--- config.mk ---
export PLATFORM = sky130hd
export DESIGN_NAME = lsu_top
export DESIGN_NICKNAME = d
export VERILOG_FILES = /design/src/hdl/lsu_pkg.sv /design/src/hdl/lsu_request_format.sv /design/src/hdl/lsu_wb_master.sv /design/src/hdl/lsu_load_align.sv /design/src/hdl/lsu_elastic_buffer.sv /design/src/hdl/lsu_result_arb.sv /design/src/hdl/lsu_top.sv
export SDC_FILE = /design/constraint.sdc
export NUM_CORES = 1
export LEC_CHECK = 0
export BUFFER_PORTS_ARGS = -buffer_cell sky130_fd_sc_hd__buf_2
export CAP_MARGIN = 20
export CORE_MARGIN = 2
export CORE_UTILIZATION = 54
export DETAILED_ROUTE_END_ITERATION = 10
export PLACE_DENSITY = 0.78
export SLEW_MARGIN = 20
export SYNTH_ARGS = -nofsm -noshare
export SYNTH_HDL_FRONTEND = slang
export SYNTH_SLANG_ARGS = --single-unit
--- constraint.sdc ---
create_clock -name clk -period 7.77 [get_ports clk]
set_clock_uncertainty 0.05 [all_clocks]
set_input_delay 0.777 -clock clk [delete_from_list [all_inputs] [get_ports clk]]
set_output_delay 0.777 -clock clk [all_outputs]
set_load 0.05 [all_outputs]
--- src/hdl/lsu_pkg.sv ---
// load/store unit shared definitions
package lsu_pkg;

    localparam int XLEN          = 32;
    localparam int WORD_BYTES    = 4;
    localparam int ALIGN_BITS    = 2;
    localparam int WB_ADDR_WIDTH = 30;
    localparam int OFFSET_WIDTH  = 12;
    localparam int REG_BITS      = 5;
    localparam int UUID_WIDTH    = 8;

    // access size codes
    localparam logic [1:0] SZ_BYTE = 2'd0;
    localparam logic [1:0] SZ_HALF = 2'd1;
    localparam logic [1:0] SZ_WORD = 2'd2;

    typedef enum logic [2:0] {
        LB  = 3'b000,
        LH  = 3'b001,
        LW  = 3'b010,
        SB  = 3'b011,
        LBU = 3'b100,
        LHU = 3'b101,
        SH  = 3'b110,
        SW  = 3'b111
    } lsu_op_t;

    typedef struct packed {
        logic [UUID_WIDTH-1:0] uuid;
        logic [REG_BITS-1:0]   rd;
        logic [XLEN-1:0]       data;
    } load_result_t;

    typedef struct packed {
        logic [UUID_WIDTH-1:0] uuid;
    } store_done_t;

    function automatic logic op_is_store(lsu_op_t op);
        return op inside {SB, SH, SW};
    endfunction

    function automatic logic [1:0] op_size(lsu_op_t op);
        case (op)
            LB, LBU, SB: return SZ_BYTE;
            LH, LHU, SH: return SZ_HALF;
            default:     return SZ_WORD;
        endcase
    endfunction

endpackage

--- src/hdl/lsu_request_format.sv ---
// request address and data formatting
module lsu_request_format (
    input  lsu_pkg::lsu_op_t                       op,
    input  logic [lsu_pkg::XLEN-1:0]               base,
    input  logic [lsu_pkg::OFFSET_WIDTH-1:0]       offset,
    input  logic [lsu_pkg::XLEN-1:0]               store_data,
    output logic [lsu_pkg::WB_ADDR_WIDTH-1:0]      word_addr,
    output logic [lsu_pkg::ALIGN_BITS-1:0]         align,
    output logic [lsu_pkg::WORD_BYTES-1:0]         byte_en,
    output logic [lsu_pkg::XLEN-1:0]               wdata
);
    import lsu_pkg::*;

    logic [XLEN-1:0] eff_addr;
    logic [XLEN-1:0] offset_ext;

    assign offset_ext = {{(XLEN-OFFSET_WIDTH){offset[OFFSET_WIDTH-1]}}, offset};
    assign eff_addr   = base + offset_ext;

    assign word_addr = eff_addr[XLEN-1:ALIGN_BITS];
    assign align     = eff_addr[ALIGN_BITS-1:0];

    always_comb begin
        case (op_size(op))
            SZ_BYTE: begin
                byte_en = WORD_BYTES'(1) << align;
            end
            SZ_HALF: begin
                // pair select from upper align bit
                byte_en = WORD_BYTES'(3) << {align[1], 1'b0};
            end
            default: begin
                byte_en = '1;
            end
        endcase
    end

    // move the low lanes up to the addressed byte
    assign wdata = store_data << {align, 3'b000};

endmodule

--- src/hdl/lsu_wb_master.sv ---
// wishbone classic master
module lsu_wb_master (
    input  logic                                   clk,
    input  logic                                   reset,

    input  logic                                   req_valid,
    output logic                                   req_ready,
    input  lsu_pkg::lsu_op_t                       op,
    input  logic [lsu_pkg::WB_ADDR_WIDTH-1:0]      word_addr,
    input  logic [lsu_pkg::ALIGN_BITS-1:0]         align,
    input  logic [lsu_pkg::WORD_BYTES-1:0]         byte_en,
    input  logic [lsu_pkg::XLEN-1:0]               wdata,
    input  logic [lsu_pkg::REG_BITS-1:0]           rd,
    input  logic [lsu_pkg::UUID_WIDTH-1:0]         uuid,

    output logic                                   wb_cyc,
    output logic                                   wb_stb,
    output logic                                   wb_we,
    output logic [lsu_pkg::WB_ADDR_WIDTH-1:0]      wb_adr,
    output logic [lsu_pkg::WORD_BYTES-1:0]         wb_sel,
    output logic [lsu_pkg::XLEN-1:0]               wb_dat_w,
    input  logic                                   wb_ack,
    input  logic [lsu_pkg::XLEN-1:0]               wb_dat_r,

    output logic                                   load_valid,
    input  logic                                   load_ready,
    output logic [lsu_pkg::XLEN-1:0]               load_raw,
    output lsu_pkg::lsu_op_t                       load_op,
    output logic [lsu_pkg::ALIGN_BITS-1:0]         load_align,
    output logic [lsu_pkg::REG_BITS-1:0]           load_rd,
    output logic [lsu_pkg::UUID_WIDTH-1:0]         load_uuid,

    output logic                                   store_valid,
    input  logic                                   store_ready,
    output logic [lsu_pkg::UUID_WIDTH-1:0]         store_uuid
);
    import lsu_pkg::*;

    logic                       busy;
    logic                       cyc_q;
    lsu_op_t                    op_q;
    logic [ALIGN_BITS-1:0]      align_q;
    logic [REG_BITS-1:0]        rd_q;
    logic [UUID_WIDTH-1:0]      uuid_q;
    logic [WB_ADDR_WIDTH-1:0]   adr_q;
    logic [WORD_BYTES-1:0]      sel_q;
    logic [XLEN-1:0]            dat_q;
    logic                       req_fire;
    logic                       held_is_store;
    logic                       new_dest_ready;
    logic                       held_dest_ready;
    logic                       ack_fire;

    assign req_ready = ~busy;
    assign req_fire  = req_valid & req_ready;

    // destination buffer space is checked before stb goes up
    assign new_dest_ready  = op_is_store(op) ? store_ready : load_ready;
    assign held_is_store   = op_is_store(op_q);
    assign held_dest_ready = held_is_store ? store_ready : load_ready;
    assign ack_fire        = cyc_q & wb_ack;

    always_ff @(posedge clk) begin
        if (reset) begin
            busy  <= 1'b0;
            cyc_q <= 1'b0;
        end else if (req_fire) begin
            busy  <= 1'b1;
            cyc_q <= new_dest_ready;
        end else if (ack_fire) begin
            busy  <= 1'b0;
            cyc_q <= 1'b0;
        end else if (busy && !cyc_q && held_dest_ready) begin
            cyc_q <= 1'b1;
        end
    end

    // request and tag
    always_ff @(posedge clk) begin
        if (req_fire) begin
            op_q    <= op;
            align_q <= align;
            rd_q    <= rd;
            uuid_q  <= uuid;
            adr_q   <= word_addr;
            sel_q   <= byte_en;
            dat_q   <= wdata;
        end
    end

    assign wb_cyc   = cyc_q;
    assign wb_stb   = cyc_q;
    assign wb_we    = held_is_store;
    assign wb_adr   = adr_q;
    assign wb_sel   = sel_q;
    assign wb_dat_w = dat_q;

    assign load_valid = ack_fire & ~held_is_store;
    assign load_raw   = wb_dat_r;
    assign load_op    = op_q;
    assign load_align = align_q;
    assign load_rd    = rd_q;
    assign load_uuid  = uuid_q;

    assign store_valid = ack_fire & held_is_store;
    assign store_uuid  = uuid_q;

endmodule

--- src/hdl/lsu_load_align.sv ---
// load data extraction and extension
module lsu_load_align (
    input  logic [lsu_pkg::XLEN-1:0]           raw,
    input  lsu_pkg::lsu_op_t                   op,
    input  logic [lsu_pkg::ALIGN_BITS-1:0]     align,
    output logic [lsu_pkg::XLEN-1:0]           data
);
    import lsu_pkg::*;

    logic [15:0] half_sel;
    logic [7:0]  byte_sel;

    // upper align bit picks the half, lower bit the byte in it
    assign half_sel = align[1] ? raw[31:16] : raw[15:0];
    assign byte_sel = align[0] ? half_sel[15:8] : half_sel[7:0];

    always_comb begin
        case (op)
            LB: begin
                data = {{(XLEN-8){byte_sel[7]}}, byte_sel};
            end
            LH: begin
                data = {{(XLEN-16){half_sel[15]}}, half_sel};
            end
            LBU: begin
                data = {{(XLEN-8){1'b0}}, byte_sel};
            end
            LHU: begin
                data = {{(XLEN-16){1'b0}}, half_sel};
            end
            default: begin
                data = raw;
            end
        endcase
    end

endmodule

--- src/hdl/lsu_elastic_buffer.sv ---
// two-entry elastic buffer
module lsu_elastic_buffer #(
    parameter type payload_t = logic
) (
    input  logic     clk,
    input  logic     reset,

    input  logic     in_valid,
    output logic     in_ready,
    input  payload_t in_data,

    output logic     out_valid,
    input  logic     out_ready,
    output payload_t out_data
);

    logic     out_valid_q;
    logic     skid_valid_q;
    payload_t out_data_q;
    payload_t skid_data_q;
    logic     out_free;
    logic     in_fire;

    // output slot can take a new entry this cycle
    assign out_free = ~out_valid_q | out_ready;
    assign in_ready = ~skid_valid_q;
    assign in_fire  = in_valid & in_ready;

    always_ff @(posedge clk) begin
        if (reset) begin
            out_valid_q  <= 1'b0;
            skid_valid_q <= 1'b0;
        end else if (out_free) begin
            out_valid_q  <= skid_valid_q | in_valid;
            skid_valid_q <= 1'b0;
        end else if (in_fire) begin
            skid_valid_q <= 1'b1;
        end
    end

    always_ff @(posedge clk) begin
        if (out_free) begin
            out_data_q <= skid_valid_q ? skid_data_q : in_data;
        end else if (in_fire) begin
            skid_data_q <= in_data;
        end
    end

    assign out_valid = out_valid_q;
    assign out_data  = out_data_q;

endmodule

--- src/hdl/lsu_result_arb.sv ---
// result stream merge, loads first
module lsu_result_arb (
    input  logic                               load_valid,
    output logic                               load_ready,
    input  lsu_pkg::load_result_t              load_data,

    input  logic                               store_valid,
    output logic                               store_ready,
    input  lsu_pkg::store_done_t               store_data,

    output logic                               result_valid,
    input  logic                               result_ready,
    output logic [lsu_pkg::UUID_WIDTH-1:0]     result_uuid,
    output logic [lsu_pkg::REG_BITS-1:0]       result_rd,
    output logic                               result_wb,
    output logic [lsu_pkg::XLEN-1:0]           result_data
);

    logic load_grant;

    assign load_grant = load_valid;

    assign result_valid = load_valid | store_valid;
    assign load_ready   = result_ready;
    // store waits while a load is pending
    assign store_ready  = result_ready & ~load_grant;

    assign result_wb   = load_grant;
    assign result_uuid = load_grant ? load_data.uuid : store_data.uuid;
    assign result_rd   = load_grant ? load_data.rd : '0;
    assign result_data = load_grant ? load_data.data : '0;

endmodule

--- src/hdl/lsu_top.sv ---
// load/store unit top level
module lsu_top (
    input  logic                                   clk,
    input  logic                                   reset,

    input  logic                                   req_valid,
    output logic                                   req_ready,
    input  lsu_pkg::lsu_op_t                       req_op,
    input  logic [lsu_pkg::XLEN-1:0]               req_base,
    input  logic [lsu_pkg::OFFSET_WIDTH-1:0]       req_offset,
    input  logic [lsu_pkg::XLEN-1:0]               req_store_data,
    input  logic [lsu_pkg::REG_BITS-1:0]           req_rd,
    input  logic [lsu_pkg::UUID_WIDTH-1:0]         req_uuid,

    output logic                                   wb_cyc,
    output logic                                   wb_stb,
    output logic                                   wb_we,
    output logic [lsu_pkg::WB_ADDR_WIDTH-1:0]      wb_adr,
    output logic [lsu_pkg::WORD_BYTES-1:0]         wb_sel,
    output logic [lsu_pkg::XLEN-1:0]               wb_dat_w,
    input  logic                                   wb_ack,
    input  logic [lsu_pkg::XLEN-1:0]               wb_dat_r,

    output logic                                   result_valid,
    input  logic                                   result_ready,
    output logic [lsu_pkg::UUID_WIDTH-1:0]         result_uuid,
    output logic [lsu_pkg::REG_BITS-1:0]           result_rd,
    output logic                                   result_wb,
    output logic [lsu_pkg::XLEN-1:0]               result_data
);
    import lsu_pkg::*;

    logic [WB_ADDR_WIDTH-1:0]   word_addr;
    logic [ALIGN_BITS-1:0]      align;
    logic [WORD_BYTES-1:0]      byte_en;
    logic [XLEN-1:0]            wdata;

    logic                       load_valid;
    logic                       load_ready;
    logic [XLEN-1:0]            load_raw;
    lsu_op_t                    load_op;
    logic [ALIGN_BITS-1:0]      load_align;
    logic [REG_BITS-1:0]        load_rd;
    logic [UUID_WIDTH-1:0]      load_uuid;
    logic [XLEN-1:0]            load_data;

    logic                       store_valid;
    logic                       store_ready;
    logic [UUID_WIDTH-1:0]      store_uuid;

    logic                       lbuf_valid;
    logic                       lbuf_ready;
    load_result_t               lbuf_data;
    logic                       sbuf_valid;
    logic                       sbuf_ready;
    store_done_t                sbuf_data;

    lsu_request_format format_i (
        .op         (req_op),
        .base       (req_base),
        .offset     (req_offset),
        .store_data (req_store_data),
        .word_addr  (word_addr),
        .align      (align),
        .byte_en    (byte_en),
        .wdata      (wdata)
    );

    lsu_wb_master master_i (
        .clk         (clk),
        .reset       (reset),
        .req_valid   (req_valid),
        .req_ready   (req_ready),
        .op          (req_op),
        .word_addr   (word_addr),
        .align       (align),
        .byte_en     (byte_en),
        .wdata       (wdata),
        .rd          (req_rd),
        .uuid        (req_uuid),
        .wb_cyc      (wb_cyc),
        .wb_stb      (wb_stb),
        .wb_we       (wb_we),
        .wb_adr      (wb_adr),
        .wb_sel      (wb_sel),
        .wb_dat_w    (wb_dat_w),
        .wb_ack      (wb_ack),
        .wb_dat_r    (wb_dat_r),
        .load_valid  (load_valid),
        .load_ready  (load_ready),
        .load_raw    (load_raw),
        .load_op     (load_op),
        .load_align  (load_align),
        .load_rd     (load_rd),
        .load_uuid   (load_uuid),
        .store_valid (store_valid),
        .store_ready (store_ready),
        .store_uuid  (store_uuid)
    );

    lsu_load_align align_i (
        .raw   (load_raw),
        .op    (load_op),
        .align (load_align),
        .data  (load_data)
    );

    lsu_elastic_buffer #(
        .payload_t (load_result_t)
    ) load_buf_i (
        .clk       (clk),
        .reset     (reset),
        .in_valid  (load_valid),
        .in_ready  (load_ready),
        .in_data   ({load_uuid, load_rd, load_data}),
        .out_valid (lbuf_valid),
        .out_ready (lbuf_ready),
        .out_data  (lbuf_data)
    );

    lsu_elastic_buffer #(
        .payload_t (store_done_t)
    ) store_buf_i (
        .clk       (clk),
        .reset     (reset),
        .in_valid  (store_valid),
        .in_ready  (store_ready),
        .in_data   (store_uuid),
        .out_valid (sbuf_valid),
        .out_ready (sbuf_ready),
        .out_data  (sbuf_data)
    );

    lsu_result_arb arb_i (
        .load_valid   (lbuf_valid),
        .load_ready   (lbuf_ready),
        .load_data    (lbuf_data),
        .store_valid  (sbuf_valid),
        .store_ready  (sbuf_ready),
        .store_data   (sbuf_data),
        .result_valid (result_valid),
        .result_ready (result_ready),
        .result_uuid  (result_uuid),
        .result_rd    (result_rd),
        .result_wb    (result_wb),
        .result_data  (result_data)
    );

endmodule

==> results.cfg <==
[global_routing]
grt_pass1_wl_mm = 34.7
antenna_found_initial = 4
grt_max_degree = 63
overflow = 0
grt_pass1_vias = 6646
grt_usage_pct = 22.9

[sta]
maxSlewViolCount = 0
period_needed_ps = 2980
hold_viol = 0
tns_ps = 0
max_slew_margin_pct = 45.7
setup_ws_ps = 4790
worst_pin_slew_ps = 814
rsz0062_at_grt = no
max_clock_freq_mhz = 336
period_share_pct = 38.3
setup_viol = 0

[cts]
clockBufferDepth = 2
cts_tree = built
path_clk_slew_ps = 60
cts_root_buffer = clkbuf_16
postCtsHoldBufs = 0
post_cts_resized = 0
clk_latency_ps = 430
cts.sinks = 196
h-tree-depth = 4
postCtsSetupBuffers = 0
cts_buffers = 17

[synthesis]
ys_seq_area_share_pct = 59.9
synth_cell_types = 52
postSynthCellCount = 758
synth_edf_count = 190
synthArstFlopShare_pct = 0
syn_nets = 919
yosysWarnings = 0
syn_area_um2 = 9730
synth_area_per_cell_um2 = 12.8
synth.area.top_cells = edfxtp_1 (59%), mux2_2 (8.0%), ha_1 (4.0%)
synth_commonest_cells = edfxtp_1 (190), nand2_1 (73), mux2_2 (69), and2_1 (52), a21oi_1 (43)
synth.top_cell.area_share_pct = 58.6
yosysMostFrequentCell = edfxtp_1
synth_top_area_cell = edfxtp_1
synth_ff_type = edfxtp_1
yosys_register_bits = 196

[worst_setup_path]
rrSetupSlack_ps = 4840
critPathArrivalTime_ps = 2150
critPathKind = reg2out
setup.worst_path.end_class = primary output
r2r-start = master_i.load_op[1]
max_stage_delay_ps = 780
startpoint = master_i.load_op[1]
worst_ep_required_time_ps = 6940
crit_path_top_delay_cell = edfxtp_1
path_max_fanout = 22
cp_top_family = flip-flops
start_kind = register
path_cells = o21ai_0 -> inv_1 -> buf_2
cp_num_buf_inv = 2

[pwr]
p_per_area_nw_per_um2 = 226
vdd_drop_max_uv = 153
p_leak_nw = 4.86

[detailed_routing]
route.detailed.drc = 0
vias_per_cell = 5.59
drtPass1Iterations = 5
wire_per_inst_um = 17.7
vias = 6915
antenna_left = 0
drt_iter0_drc = 371
routed_wl_mm = 21.9

[placement]
dp_hpwl_mm = 15.9
dp_slack_ps = 4560
io_buffers = 245
place_congestion = 0.913

[floorplan]
rows = 49
start_util_pct = 54.5
die_x_um = 138
core-area_um2 = 17800
die_h_um = 138
pin_count = 246
die-area_um2 = 19100

[worst_hold_path]
holdCritStartpoint = master_i.load_rd[4]
hp-class = reg2reg

[run]
maxCapViolCount = 0

[cells_and_area]
drive_above_1_share_pct = 36.7
area_growth_pct = 20.7
nets = 1157
fin_util_pct = 65.8

[run_status]
outcome = complete, no violations
[layout by cell type, fill, tap and decap left out, types with 6 or more instances in the layout]
cell type | synthesis | routed
a211oi_1 | 11 | 11
a21o_1 | 10 | 10
a21oi_1 | 43 | 43
a221o_1 | 10 | 10
a22oi_1 | 7 | 7
a31oi_1 | 11 | 11
and2_1 | 52 | 52
buf_2 | 5 | 245
buf_4 | 1 | 10
clkbuf_16 | 0 | 17
edfxtp_1 | 190 | 190
ha_1 | 31 | 31
inv_1 | 8 | 8
mux2_2 | 69 | 69
mux2i_1 | 20 | 20
nand2_1 | 73 | 72
nand2b_1 | 8 | 8
nand3_1 | 6 | 6
nor2_1 | 30 | 30
nor2b_1 | 14 | 13
o21ai_0 | 42 | 42
xnor2_1 | 17 | 17
xor2_1 | 14 | 14
[sequential cells by signal, indices dropped and copies added (netlist names)]
name,flops
load_buf_i.out_data,45
load_buf_i.skid_data_q,45
master_i.wb_dat_w,32
master_i.wb_adr,30
master_i.load_uuid,8
store_buf_i.out_data,8
store_buf_i.skid_data_q,8
master_i.load_rd,5
master_i.wb_sel,4
master_i.load_op,3
master_i.load_align,2
load_buf_i.out_valid,1
load_buf_i.skid_valid_q,1
master_i.busy,1
master_i.wb_cyc,1
store_buf_i.out_valid,1
store_buf_i.skid_valid_q,1
[layer usage]
layer	global-route usage [%]	part of all wire, %
met1	29.6	42
met4	6.18	1.8
met5	0	0
met3	7.31	8.2
met2	37.6	48
[through the flow]
| step | cell area, um^2 | hold slack [ps] | power, W | instances |
|---|---|---|---|---|
| floorplan | 9730 | 372 | 0.00171 | 758 |
| global placement | 11200 | 374 | 0.00186 | 1205 |
| detailed placement | 11200 | 393 | 0.00186 | 1206 |
| CTS | 11700 | 400 | 0.00267 | 1237 |
| global route | 11700 | 422 | 0.00275 | 1237 |
| finish | 11700 | 394 | 0.00265 | 1238 |
[cell type report]
| class | instances | area, um^2 |
|---|---|---|
| Antenna cell | 1 | 2.50 |
| Clock buffer | 19 | 433 |
| Clock inverter | 12 | 108 |
| Fill cell | 1380 | 6100 |
| Inverter | 8 | 30.0 |
| Multi-Input combinational cell | 517 | 3740 |
| Sequential cell | 196 | 5830 |
| Tap cell | 229 | 287 |
| Timing Repair Buffer | 256 | 1320 |
[cell families after synthesis]
family | Yosys count | share of synthesized area, %
buffers and inverters | 45 | 1.85
flip-flops | 196 | 59.9
AO/OA/AOI/OAI | 161 | 10.7
AND/OR/NAND/NOR | 204 | 10.5
multiplexers | 89 | 10.0
XOR/XNOR | 31 | 2.79
adder cells (fa/ha/maj) | 32 | 4.19
[worst paths after layout]
kind                                endpoint  cells past startpoint
setup / recovery                       wb_we                      3
hold / removal    load_buf_i.skid_data_q[36]                      0
setup reg to reg  load_buf_i.skid_data_q[22]                      4
hold reg to reg   load_buf_i.skid_data_q[36]                      0
[report_power, final]
group	total [W]	internal (W)	switching [W]
clock network	0.000811	0.000440	0.000372
registers	0.00128	0.00126	0.0000272
logic	0.000558	0.000179	0.000378
(Power assumes the default switching activity.)
